**src/video_pkg.sv**
```systemverilog
// Shared widths and encodings for the tile-map video subsystem
// Imported by the register block, scroll layer, colour mixer and top level

package video_pkg;

    // Layer pixel is the palette bank bit over a 4-bit colour nibble
    localparam int PXL_W = 5;

    // Palette entry holds 4 bits each of red, green and blue
    localparam int COLOR_W = 12;

    // Nibble value that lets the backdrop show through
    localparam logic [3:0] TRANSPARENT_NIB = 4'hf;

    // Word addresses inside the ppu1 window
    typedef enum logic [4:0] {
        REG_HPOS      = 5'd0,
        REG_VPOS      = 5'd1,
        REG_VRAM_BASE = 5'd2,
        REG_BACKDROP  = 5'd3
    } mmr_reg_e;

    // Scroll fetch sequencer
    typedef enum logic [1:0] {
        SCR_IDLE,
        SCR_VRAM,
        SCR_ROM,
        SCR_DRAW
    } scr_state_e;

endpackage

```
**src/video_timing.sv**
```systemverilog
// Video timing generator with pixel and line counters
// Sync and blanking are decoded from the counters, line_start marks each new line

`timescale 1ns/100ps

module video_timing #(
    parameter int H_TOTAL  = 96,
    parameter int H_ACTIVE = 64,
    parameter int HS_START = 72,
    parameter int HS_END   = 80,
    parameter int V_TOTAL  = 24,
    parameter int V_ACTIVE = 16,
    parameter int VS_START = 18,
    parameter int VS_END   = 20
) (
    input  logic       clk,
    input  logic       rst_n,
    input  logic       pxl_cen,
    output logic [8:0] hdump,
    output logic [8:0] vdump,
    output logic [8:0] vrender,
    output logic       line_start,
    output logic       HS,
    output logic       VS,
    output logic       HB,
    output logic       VB
);

    logic h_wrap;
    logic v_last;

    assign h_wrap = hdump == H_TOTAL - 1;
    assign v_last = vdump == V_TOTAL - 1;

    always_ff @(posedge clk) begin
        if (!rst_n) begin
            hdump      <= '0;
            vdump      <= '0;
            line_start <= 1'b0;
        end else begin
            // One clk after the pixel that wraps the line
            line_start <= pxl_cen && h_wrap;
            if (pxl_cen) begin
                hdump <= h_wrap ? '0 : hdump + 9'd1;
                if (h_wrap) begin
                    vdump <= v_last ? '0 : vdump + 9'd1;
                end
            end
        end
    end

    // Line being prepared by the scroll layer
    assign vrender = v_last ? '0 : vdump + 9'd1;

    assign HB = hdump >= H_ACTIVE;
    assign VB = vdump >= V_ACTIVE;
    assign HS = hdump >= HS_START && hdump < HS_END;
    assign VS = vdump >= VS_START && vdump < VS_END;

    a_hdump_range: assert property (@(posedge clk) disable iff (!rst_n)
        hdump < H_TOTAL);

endmodule

```
**src/video_mmr.sv**
```systemverilog
// CPU register file for the ppu1 window and palette write decode for ppu2
// Writes take the byte lanes given by dsn, reads show up one clk later

`timescale 1ns/100ps

module video_mmr (
    input  logic                          clk,
    input  logic                          rst_n,
    input  logic                          ppu_rstn,
    input  logic                          ppu1_cs,
    input  logic                          ppu2_cs,
    input  logic [5:1]                    addr,
    input  logic [1:0]                    dsn,
    input  logic [15:0]                   cpu_dout,
    output logic [15:0]                   mmr_dout,
    output logic [15:0]                   hpos,
    output logic [15:0]                   vpos,
    output logic [15:0]                   vram_base,
    output logic [video_pkg::PXL_W-1:0]   backdrop,
    output logic                          pal_we
);

    import video_pkg::*;

    logic [15:0] rd_word;

    // Upper lane on dsn[1], lower lane on dsn[0]
    function automatic logic [15:0] lane_merge(input logic [15:0] cur,
                                               input logic [15:0] din,
                                               input logic [1:0]  lanes_n);
        logic [15:0] res;
        res = cur;
        if (!lanes_n[1]) begin
            res[15:8] = din[15:8];
        end
        if (!lanes_n[0]) begin
            res[7:0] = din[7:0];
        end
        return res;
    endfunction

    always_comb begin
        case (mmr_reg_e'(addr))
            REG_HPOS:      rd_word = hpos;
            REG_VPOS:      rd_word = vpos;
            REG_VRAM_BASE: rd_word = vram_base;
            REG_BACKDROP:  rd_word = {{(16 - PXL_W){1'b0}}, backdrop};
            default:       rd_word = 16'h0000;
        endcase
    end

    always_ff @(posedge clk) begin
        if (!rst_n || !ppu_rstn) begin
            hpos      <= '0;
            vpos      <= '0;
            vram_base <= '0;
            backdrop  <= '0;
            mmr_dout  <= '0;
        end else if (ppu1_cs) begin
            mmr_dout <= rd_word;
            case (mmr_reg_e'(addr))
                REG_HPOS:      hpos      <= lane_merge(hpos, cpu_dout, dsn);
                REG_VPOS:      vpos      <= lane_merge(vpos, cpu_dout, dsn);
                REG_VRAM_BASE: vram_base <= lane_merge(vram_base, cpu_dout, dsn);
                REG_BACKDROP: begin
                    if (!dsn[0]) begin
                        backdrop <= cpu_dout[PXL_W-1:0];
                    end
                end
                default: ;
            endcase
        end
    end

    // Palette entry and data come straight from the bus at top level
    assign pal_we = ppu2_cs;

    a_single_window: assert property (@(posedge clk) disable iff (!rst_n)
        !(ppu1_cs && ppu2_cs));

endmodule

```
**src/video_scroll.sv**
```systemverilog
// 8x8 tile scroll layer rendering one line ahead into a double line buffer
// Tile words come from VRAM and pixel rows from ROM through cs/ok strobes

`timescale 1ns/100ps

module video_scroll #(
    parameter int H_ACTIVE = 64
) (
    input  logic                          clk,
    input  logic                          rst_n,
    input  logic                          pxl_cen,
    input  logic                          line_start,
    input  logic [8:0]                    vrender,
    input  logic [8:0]                    hdump,
    input  logic [15:0]                   hpos,
    input  logic [15:0]                   vpos,
    input  logic [15:0]                   vram_base,
    input  logic [15:0]                   vram_data,
    input  logic                          vram_ok,
    input  logic [31:0]                   rom_data,
    input  logic                          rom_ok,
    output logic [17:1]                   vram_addr,
    output logic                          vram_cs,
    output logic [19:0]                   rom_addr,
    output logic                          rom_cs,
    output logic [video_pkg::PXL_W-1:0]   scr_pxl
);

    import video_pkg::*;

    localparam int AW = $clog2(H_ACTIVE);
    localparam logic [3:0] LAST_TILE = 4'(H_ACTIVE / 8);
    localparam logic [PXL_W-1:0] CLEAR_PXL = {1'b0, TRANSPARENT_NIB};

    scr_state_e       state;
    logic             front;
    logic             restart;
    logic [3:0]       tile_i;
    logic [2:0]       pix_k;
    logic [8:0]       y_r;
    logic [8:0]       x0_r;
    logic             bank_r;
    logic [14:0]      code_r;
    logic [31:0]      row_r;
    logic [5:0]       map_col;
    logic             busy;
    logic             fetch_done;
    logic             begin_line;
    logic [7:0]       wpos_raw;
    logic [7:0]       fine_x;
    logic [7:0]       wpos;
    logic             wr_ok;
    logic [3:0]       pix_nib;
    logic [PXL_W-1:0] lbuf [2][H_ACTIVE];

    assign busy       = state == SCR_VRAM || state == SCR_ROM;
    assign fetch_done = (state == SCR_VRAM && vram_ok) || (state == SCR_ROM && rom_ok);
    // A line start during a fetch waits for its ok before restarting
    assign begin_line = (line_start && (!busy || fetch_done)) || (restart && fetch_done);

    always_ff @(posedge clk) begin
        if (!rst_n) begin
            state   <= SCR_IDLE;
            front   <= 1'b0;
            restart <= 1'b0;
            tile_i  <= '0;
            pix_k   <= '0;
        end else begin
            if (line_start) begin
                front <= ~front;
            end
            if (line_start && busy) begin
                restart <= 1'b1;
            end
            if (begin_line) begin
                restart <= 1'b0;
                state   <= SCR_VRAM;
                tile_i  <= '0;
            end else begin
                case (state)
                    SCR_VRAM: if (vram_ok) state <= SCR_ROM;
                    SCR_ROM: begin
                        if (rom_ok) begin
                            state <= SCR_DRAW;
                            pix_k <= '0;
                        end
                    end
                    SCR_DRAW: begin
                        pix_k <= pix_k + 3'd1;
                        if (pix_k == 3'd7) begin
                            if (tile_i == LAST_TILE) begin
                                state <= SCR_IDLE;
                            end else begin
                                tile_i <= tile_i + 4'd1;
                                state  <= SCR_VRAM;
                            end
                        end
                    end
                    default: ;
                endcase
            end
        end
    end

    // Line coordinates and fetched words
    always_ff @(posedge clk) begin
        if (begin_line) begin
            y_r  <= vrender + vpos[8:0];
            x0_r <= hpos[8:0];
        end
        if (state == SCR_VRAM && vram_ok) begin
            bank_r <= vram_data[15];
            code_r <= vram_data[14:0];
        end
        if (state == SCR_ROM && rom_ok) begin
            row_r <= rom_data;
        end
    end

    assign map_col   = x0_r[8:3] + {2'b00, tile_i};
    assign vram_addr = {1'b0, vram_base[15:12], y_r[8:3], map_col};
    assign vram_cs   = state == SCR_VRAM;
    assign rom_addr  = {2'b00, code_r, y_r[2:0]};
    assign rom_cs    = state == SCR_ROM;

    // Pixel k sits in nibble k of the ROM row
    assign pix_nib  = row_r[{pix_k, 2'b00} +: 4];
    assign wpos_raw = {1'b0, tile_i, pix_k};
    assign fine_x   = {5'd0, x0_r[2:0]};
    assign wpos     = wpos_raw - fine_x;
    assign wr_ok    = state == SCR_DRAW && !line_start && wpos_raw >= fine_x
                      && wpos < H_ACTIVE;

    // Front half is cleared as it is shown so it comes back empty as the back half
    always_ff @(posedge clk) begin
        if (wr_ok) begin
            lbuf[~front][wpos[AW-1:0]] <= {bank_r, pix_nib};
        end
        if (pxl_cen) begin
            if (hdump < H_ACTIVE) begin
                scr_pxl                     <= lbuf[front][hdump[AW-1:0]];
                lbuf[front][hdump[AW-1:0]] <= CLEAR_PXL;
            end else begin
                scr_pxl <= CLEAR_PXL;
            end
        end
    end

    a_one_fetch: assert property (@(posedge clk) disable iff (!rst_n)
        !(vram_cs && rom_cs));

endmodule

```
**src/video_colmix.sv**
```systemverilog
// Colour mixer with the 32-entry palette and backdrop selection
// Colour and the delayed blanking flags leave together, two pixels after hdump

`timescale 1ns/100ps

module video_colmix #(
    parameter int H_ACTIVE = 64
) (
    input  logic                          clk,
    input  logic                          rst_n,
    input  logic                          pxl_cen,
    input  logic                          HB,
    input  logic                          VB,
    input  logic                          gfx_en,
    input  logic [video_pkg::PXL_W-1:0]   scr_pxl,
    input  logic [video_pkg::PXL_W-1:0]   backdrop,
    input  logic                          pal_we,
    input  logic [4:0]                    pal_addr,
    input  logic [video_pkg::COLOR_W-1:0] pal_data,
    output logic                          LHBL_dly,
    output logic                          LVBL_dly,
    output logic [7:0]                    red,
    output logic [7:0]                    green,
    output logic [7:0]                    blue
);

    import video_pkg::*;

    logic [COLOR_W-1:0] pal [32];
    logic [4:0]         pal_idx;
    logic [COLOR_W-1:0] col;
    logic [1:0]         hb_d;
    logic [1:0]         vb_d;
    logic [8:0]         act_cnt;

    always_ff @(posedge clk) begin
        if (pal_we) begin
            pal[pal_addr] <= pal_data;
        end
    end

    // Backdrop covers transparent pixels and a disabled layer
    assign pal_idx = (!gfx_en || scr_pxl[3:0] == TRANSPARENT_NIB) ? backdrop : scr_pxl;
    assign col     = pal[pal_idx];

    always_ff @(posedge clk) begin
        if (!rst_n) begin
            hb_d  <= 2'b11;
            vb_d  <= 2'b11;
            red   <= '0;
            green <= '0;
            blue  <= '0;
        end else if (pxl_cen) begin
            hb_d <= {hb_d[0], HB};
            vb_d <= {vb_d[0], VB};
            if (hb_d[0] || vb_d[0]) begin
                red   <= '0;
                green <= '0;
                blue  <= '0;
            end else begin
                red   <= {col[11:8], col[11:8]};
                green <= {col[7:4], col[7:4]};
                blue  <= {col[3:0], col[3:0]};
            end
        end
    end

    assign LHBL_dly = ~hb_d[1];
    assign LVBL_dly = ~vb_d[1];

    // Visible pixel count of the line just ended
    always_ff @(posedge clk) begin
        if (!rst_n) begin
            act_cnt <= '0;
        end else if (pxl_cen) begin
            act_cnt <= LHBL_dly ? act_cnt + 9'd1 : '0;
        end
    end

    a_line_width: assert property (@(posedge clk) disable iff (!rst_n)
        $fell(LHBL_dly) |-> act_cnt == H_ACTIVE);

endmodule

```
**src/video_top.sv**
```systemverilog
// Top level of the tile-map video subsystem
// Sets the video timing and connects timing, registers, scroll layer and mixer

`timescale 1ns/100ps

module video_top #(
    parameter int H_TOTAL  = 96,
    parameter int H_ACTIVE = 64,
    parameter int HS_START = 72,
    parameter int HS_END   = 80,
    parameter int V_TOTAL  = 24,
    parameter int V_ACTIVE = 16,
    parameter int VS_START = 18,
    parameter int VS_END   = 20
) (
    input  logic        clk,
    input  logic        rst_n,
    input  logic        pxl_cen,
    // CPU
    input  logic        ppu_rstn,
    input  logic        ppu1_cs,
    input  logic        ppu2_cs,
    input  logic [5:1]  addr,
    input  logic [1:0]  dsn,
    input  logic [15:0] cpu_dout,
    output logic [15:0] mmr_dout,
    // VRAM
    output logic [17:1] vram_addr,
    input  logic [15:0] vram_data,
    input  logic        vram_ok,
    output logic        vram_cs,
    // Graphics ROM
    output logic [19:0] rom_addr,
    input  logic [31:0] rom_data,
    input  logic        rom_ok,
    output logic        rom_cs,
    // Video
    output logic [8:0]  hdump,
    output logic [8:0]  vdump,
    output logic        HS,
    output logic        VS,
    output logic        HB,
    output logic        VB,
    output logic        LHBL_dly,
    output logic        LVBL_dly,
    output logic [7:0]  red,
    output logic [7:0]  green,
    output logic [7:0]  blue,
    input  logic        gfx_en
);

    import video_pkg::*;

    logic [8:0]       vrender;
    logic             line_start;
    logic [15:0]      hpos;
    logic [15:0]      vpos;
    logic [15:0]      vram_base;
    logic [PXL_W-1:0] backdrop;
    logic             pal_we;
    logic [PXL_W-1:0] scr_pxl;

    video_timing #(
        .H_TOTAL  ( H_TOTAL  ),
        .H_ACTIVE ( H_ACTIVE ),
        .HS_START ( HS_START ),
        .HS_END   ( HS_END   ),
        .V_TOTAL  ( V_TOTAL  ),
        .V_ACTIVE ( V_ACTIVE ),
        .VS_START ( VS_START ),
        .VS_END   ( VS_END   )
    ) u_timing (
        .clk        ( clk        ),
        .rst_n      ( rst_n      ),
        .pxl_cen    ( pxl_cen    ),
        .hdump      ( hdump      ),
        .vdump      ( vdump      ),
        .vrender    ( vrender    ),
        .line_start ( line_start ),
        .HS         ( HS         ),
        .VS         ( VS         ),
        .HB         ( HB         ),
        .VB         ( VB         )
    );

    video_mmr u_mmr (
        .clk       ( clk       ),
        .rst_n     ( rst_n     ),
        .ppu_rstn  ( ppu_rstn  ),
        .ppu1_cs   ( ppu1_cs   ),
        .ppu2_cs   ( ppu2_cs   ),
        .addr      ( addr      ),
        .dsn       ( dsn       ),
        .cpu_dout  ( cpu_dout  ),
        .mmr_dout  ( mmr_dout  ),
        .hpos      ( hpos      ),
        .vpos      ( vpos      ),
        .vram_base ( vram_base ),
        .backdrop  ( backdrop  ),
        .pal_we    ( pal_we    )
    );

    video_scroll #(
        .H_ACTIVE ( H_ACTIVE )
    ) u_scroll (
        .clk        ( clk        ),
        .rst_n      ( rst_n      ),
        .pxl_cen    ( pxl_cen    ),
        .line_start ( line_start ),
        .vrender    ( vrender    ),
        .hdump      ( hdump      ),
        .hpos       ( hpos       ),
        .vpos       ( vpos       ),
        .vram_base  ( vram_base  ),
        .vram_data  ( vram_data  ),
        .vram_ok    ( vram_ok    ),
        .rom_data   ( rom_data   ),
        .rom_ok     ( rom_ok     ),
        .vram_addr  ( vram_addr  ),
        .vram_cs    ( vram_cs    ),
        .rom_addr   ( rom_addr   ),
        .rom_cs     ( rom_cs     ),
        .scr_pxl    ( scr_pxl    )
    );

    video_colmix #(
        .H_ACTIVE ( H_ACTIVE )
    ) u_colmix (
        .clk      ( clk                    ),
        .rst_n    ( rst_n                  ),
        .pxl_cen  ( pxl_cen                ),
        .HB       ( HB                     ),
        .VB       ( VB                     ),
        .gfx_en   ( gfx_en                 ),
        .scr_pxl  ( scr_pxl                ),
        .backdrop ( backdrop               ),
        .pal_we   ( pal_we                 ),
        .pal_addr ( addr                   ),
        .pal_data ( cpu_dout[COLOR_W-1:0]  ),
        .LHBL_dly ( LHBL_dly               ),
        .LVBL_dly ( LVBL_dly               ),
        .red      ( red                    ),
        .green    ( green                  ),
        .blue     ( blue                   )
    );

endmodule

```
**config.mk**
```make
export PLATFORM = sky130hd
export DESIGN_NAME = video_top
export DESIGN_NICKNAME = d
export VERILOG_FILES = /design/src/video_pkg.sv /design/src/video_timing.sv /design/src/video_mmr.sv /design/src/video_scroll.sv /design/src/video_colmix.sv /design/src/video_top.sv
export SDC_FILE = /design/constraint.sdc
export NUM_CORES = 2
export LEC_CHECK = 0
export ABC_CLOCK_PERIOD_IN_PS = 4900
export CAP_MARGIN = 20
export CORE_ASPECT_RATIO = 0.5
export CORE_UTILIZATION = 50
export CTS_BUF_LIST = sky130_fd_sc_hd__clkbuf_4 sky130_fd_sc_hd__clkbuf_8
export DETAILED_ROUTE_END_ITERATION = 8
export DONT_BUFFER_PORTS = 1
export PLACE_DENSITY = 0.71
export SYNTH_ARGS = -nofsm -noshare
export SYNTH_HDL_FRONTEND = slang
export SYNTH_HIERARCHICAL = 1
export SYNTH_SLANG_ARGS = --single-unit
```
**constraint.sdc**
```tcl
create_clock -name clk -period 4.9 [get_ports clk]
set_clock_uncertainty 0.05 [all_clocks]
set_input_delay 0.245 -clock clk [delete_from_list [all_inputs] [get_ports clk]]
set_output_delay 0.245 -clock clk [all_outputs]
set_load 0.05 [all_outputs]
```
Word level (Yosys, flattened, before mapping)
Memories as Yosys holds them, arrays and structs flattened. A register that Yosys moved wholly into a read port is not among the register bits.
Index checks and enable logic that the tools add are counted.
{ "totals": {"register_bits": 198, "ramBits": 1024, "inputBits": 80, "output_inout_bits": 103, "elab_cells": 151, "memories": 2} }
{ "classes": {"add_sub_neg": 7, "n_lt_le_gt_ge": 13, "n_eq_ne": 17, "shifts": 1, "n_mux": 31, "bitwise": 10, "reduce_logical": 42} }
{ "memory_table": {"columns": ["memory", "depth", "width", "rd", "rd_clocked_by_memory_dff", "wr", "line_no", "text"], "rows": [
  ["u_scroll.lbuf", 2, 320, 1, 1, 2, "video_scroll.sv:54", "logic [PXL_W-1:0] lbuf [2][H_ACTIVE];"],
  ["u_colmix.pal", 32, 12, 1, 0, 1, "video_colmix.sv:29", "logic [COLOR_W-1:0] pal [32];"]
]} }
{ "ops": {"columns": ["operator", "count"], "rows": [
  ["$mux W320", 2],
  ["$pmux W16 S4", 1],
  ["$demux W5 S6", 2],
  ["$shiftx A32 B6 Y4", 1],
  ["$bmux W5 S6", 1],
  ["$reduce_and A3 Y1", 9],
  ["$mux W5", 5],
  ["$mux W8", 3],
  ["$add A9 B1 Y9 const B", 2],
  ["$ge A9 B5 Y1 const B", 2],
  ["$ge A9 B7 Y1 const B", 2],
  ["$lt A9 B7 Y1 const B", 2],
  ["$mux W9", 2],
  ["$ge A7 B7 Y1 const B", 2],
  ["$lt A7 B1 Y1 const B", 2],
  ["$not A6 Y7", 2],
  ["$logic_and A1 B1 Y1", 13],
  ["$eq A5 B2 Y1 const B", 2],
  ["$add A9 B9 Y9", 1],
  ["$eq A9 B5 Y1 const B", 1],
  ["$eq A9 B7 Y1 const B", 1],
  ["$lt A9 B5 Y1 const B", 1],
  ["$mux W1", 9],
  ["$eq A4 B4 Y1 const B", 2],
  ["other kinds (28)", 51]
]} }

Depth between registers and ports, before layout
{ "depth": {"depth_word": 8, "depth_mapped": 14, "ltp_nobuf": 14} }

Cells and area by module
The synthesis kept the hierarchy.
{ "by_module_without_submodules": {"columns": ["mod", "n_inst", "cells_per_inst", "area_per_inst_um2", "seq_area_each_um2"], "rows": [
  ["video_scroll", 1, 3198, 34205.3, 15184.6],
  ["video_colmix", 1, 1166, 16199.3, 11851.4],
  ["video_mmr", 1, 300, 3076.7, 1381.3],
  ["video_timing", 1, 119, 1027.2, 380.4]
]} }

Least setup slack after synthesis
Ideal clock, no wire load.
{ "synth_path": {"path_kind": "register to register", "from": "reg u_scroll.pix_k[0]", "to": "mem u_scroll/lbuf[1][245] (netlist name)", "setup_time_ns": 0.120, "arrival_time_ns": 3.170, "required_ns": 4.730, "slack_ns": 1.560, "path_stages_with_launch": 13, "path_buffers": 4, "synth_period_minus_slack_ns": 3.340, "path_cell_list": "dfxtp_1 -> buf_2 -> inv_1 -> ha_1 -> fa_1 -> clkbuf_1 -> nor3_1 -> nand3_1 -> buf_1 -> or3_1 -> buf_2 -> mux2i_1 -> nand2_1"} }
{ "synth_lines": {"columns": ["item", "line_no", "text"], "rows": [
  ["start: declaration", "video_scroll.sv:39", "logic [2:0] pix_k;"],
  ["start signal: assignment", "video_scroll.sv:89", "pix_k <= pix_k + 3'd1;"],
  ["end: declaration", "video_scroll.sv:54", null]
]} }

==> run_results.csv <==
group,metric,value,unit
global_route,grtUsageTotal,28.7,%
power_and_ir_drop,leakage,22.4,nW
placement,gp_congestion,0.955,
min_path,hold_depth,2,
sta,clock.fmax,0.243,GHz
min_path,min_to,"u_colmix/pal[23][10]",
synth,synthTopCellsByArea,"dfxtp_1, edfxtp_1, mux2i_1",
clock_tree,cts_made_buffers,173,
sta,worst_slew_pin_slew,1.23,ns
critical_path,slowest_stage,"nor4_1",
route,drt_iter0_markers,4356,
sta,maxSlewHeadroom,16.1,%
power_and_ir_drop,power-per-cell-area,325,mW/mm^2
synth,syn_inst,4783,
route,vias,40100,
clock_tree,cts_tree,"done",
critical_path,start_kind,"register",
floorplan,die-area,0.110,sq mm
sta,fin_tns_setup,0,ns
critical_path,crit_chain,"ha_1, nor2b_1, o21a_1, nor4_1, o21ai_4, buf_4, a2111oi_4, mux2i_1, a21oi_2",
min_path,hp-start,"addr[1]",
route,detail-route-antenna-nets,0,
global_route,grt_pass1_vias,39400,
synth,synthMostInstantiatedCell,"nand2_1",
critical_path,r2r_cells,9,
clock_tree,clock_path_buffers,3,
critical_path,crit_fanout,16,
power_and_ir_drop,total_power,20.1,mW
critical_path,cpPeakStageDelay,0.73,ns
route,drt_wl_total,161000,um
outcome,status,"finished clean",
floorplan,die_x,469,um
clock_tree,clk_pin_slew_worst_paths,0.07,ns
floorplan,core,0.108,sq mm
synth,ys.flop_type,"dfxtp_1",
sta,hold_violations,0,
critical_path,arrival,4.80,ns
clock_tree,ctsResizeCount,0,
placement,io_buffers,0,
critical_path,critPathBufInv,1,
sta,period_share,83.9,%
clock_tree,htreeDepth,4,
critical_path,r2r_slack,0.79,ns
synth,postSynth.asyncResetShare,0,%
placement,hpwlAfterDp,102000,um
synth,syn-cell-area,0.0545,sq mm
synth,seq_area_frac_synth,52.8,%
clock_tree,insertion_delay,0.92,ns
global_route,grt_max_degree,129,
route,avgRoutedWirePerCell,24.8,um
cells_and_area,layout-drive-gt1-share,17.6,%
critical_path,crit_type,"reg2reg",
critical_path,critical_path.top_delay_family,"compound AO/OA/AOI/OAI gates",
critical_path,worst_setup_path_end_kind,"register",
synth,synth-edff-count,455,
sta,setup_viol,0,
job,timing.max_cap.violations,0,
cells_and_area,final_nets,5020,
power_and_ir_drop,ir_drop,0.000285,V
global_route,grt_first_pass_wirelength,242000,um
clock_tree,clkSinkCount,1211,
synth,synth-seq-cells,1211,
synth,synth_top_cells_by_count,"nand2_1, dfxtp_1, mux2i_1, edfxtp_1, nand3_1",
global_route,antenna_found_initial,8,
global_route,grt-ovfl-total,0,
critical_path,required,5.59,ns
critical_path,reg2reg_from,"u_scroll/pix_k[1]",
synth,yosysWarnings,6,
cells_and_area,syn2layout_area_growth,13.1,%
sta,maxSlewViolCount,0,
floorplan,io_pins,183,
route,vias_per_cell,6.17,
floorplan,start_util,50.5,%
synth,syn_avg_cell_area,11.4,sq um
clock_tree,cts-root-buf,"clkbuf_8",
sta,rsz0062_at_grt,"false",
sta,fin_hold_ws,0.0729,ns
synth,yosys.area.top_type,"dfxtp_1",
synth,synth.distinct_cells,99,
route,dr.pass1.iters,8,
sta,fin_crit,4.11,ns
critical_path,rr_endpoint,"u_scroll/lbuf[1][89]",
floorplan,floorplan.rows,85,
route,drc,0,
min_path,min_path_type,"in2reg",
synth,synth_top_area_share,27.8,%
floorplan,die_y,235,um
[report_power, final]
part / leakage [nW] / switching, mW / internal (mW)
logic: 10.3 / 0.591 / 0.357
registers: 10.2 / 0.0531 / 10.5
clock network: 2.00 / 3.98 / 4.60
total: 22.4 / 4.62 / 15.4
[layout by cell type (no fill, tap or decap), types with 20 or more instances in the layout]
master         Yosys  layout
nand3_1          221     220
clkbuf_4           0      76
mux2_2            59      55
nand4_1           29      29
ha_1              27      27
a22oi_1           27      27
a21oi_1          146     146
o22ai_1           36      36
a31oi_1           45      45
nor3_1            62      61
clkbuf_8           0     220
inv_1             34      34
xnor2_1           21      21
dfxtp_1          756     752
nor2_1           166     159
a211oi_1          28      26
and3_1            20      20
mux2i_1          649     647
nand2_1         1002    1000
mux4_2           175     175
buf_4             30     114
buf_12             1      25
dlygate4sd3_1      0     146
nor3_4            44      44
o21ai_0           84      84
edfxtp_1         455     455
[worst register-to-register path: stages, from the launching register on]
cell and delay (ns):
dfxtp_1 0.70, ha_1 0.33, nor2b_1 0.16, o21a_1 0.21, nor4_1 0.73, o21ai_4 0.44, buf_4 0.39, a2111oi_4 0.59
mux2i_1 0.32, a21oi_2 0.06
[worst max path at each step]
| stage | startpoint | endpoint | slack (ns) | cells after the start |
|---|---|---|---|---|
| 6_report | u_scroll/pix_k[1] | u_scroll/lbuf[1][89] | 0.79 | 9 |
| 2_1_floorplan | u_scroll/pix_k[0] | u_scroll/lbuf[1][245] | 1.56 | 12 |
| 4_1_cts | u_scroll/pix_k[1] | u_scroll/lbuf[0][21] | 0.97 | 10 |
| 5_1_grt | u_scroll/pix_k[1] | u_scroll/lbuf[1][84] | 0.65 | 9 |
| 3_3_place_gp | u_scroll/pix_k[1] | u_scroll/lbuf[0][24] | 1.09 | 10 |
| 3_5_place_dp | u_scroll/pix_k[1] | u_scroll/lbuf[1][89] | 0.98 | 9 |
[sequential cells by signal, indices dropped and copies added (netlist names), 5 cells and up, named ones only]
signal            flops
u_mmr/mmr_dout       16
u_scroll/x0_r         9
u_mmr/vram_base      16
u_timing/vdump        9
u_scroll/scr_pxl      5
u_scroll/row_r       32
u_scroll/y_r          9
u_mmr/vpos           16
u_scroll/lbuf       640
u_mmr/hpos           16
u_colmix/pal        384
u_timing/hdump        9
u_scroll/code_r      15
u_mmr/backdrop        5
[kinds of logic (layout without fill, tap and decap cells)]
kind of cell,count (synthesis),count (layout),synth area share [%]
AOI/OAI and AO/OA,560,560,7.71
xor gates and xnor gates,31,31,0.567
adders and majority gates,30,30,0.730
buffers and inverters,387,660,3.25
DFF,1211,1211,52.8
muxes,890,890,20.6
other,1,8,0.00688
and+or+nand+nor,1673,1673,14.3
[stage by stage]
step	area [sq um]	util [%]	std cells	setup WS (ns)
2_1_floorplan	54500	-	4785	1.56
3_3_place_gp	55800	51.8	5982	1.09
3_5_place_dp	55900	51.9	5992	0.979
4_1_cts	61400	57.0	6475	0.968
5_1_grt	61600	57.2	6496	0.654
6_report	61700	57.2	6498	0.790
[metal layers]
layer | GRT usage, % | vias to the layer above | part of all wire (%)
met2 | 45.3 | 2151 | 47
met4 | 15.5 | 4 | 5.0
li1 | - | 17700 | -
met5 | 0 | - | 0.0093
met1 | 36.7 | 19800 | 39
met3 | 6.60 | 468 | 9.6
[area by class of cell]
cell class	count	area (sq um)
Clock buffer	294	3570
Fill cell	8660	46200
Sequential cell	1211	28800
Timing Repair Buffer	301	3040
Tap cell	1435	1800
Antenna cell	5	12.5
Inverter	36	135
Multi-Input combinational cell	3187	24100
Clock inverter	29	188
[what timing repair did]
action / CTS / global route
setup endpoints to repair: 0 / 0
hold endpoints to repair: 1062 / 5
hold buffers: 160 / 1
setup buffers: 0 / 0
Power figures use the tool's default switching activity.
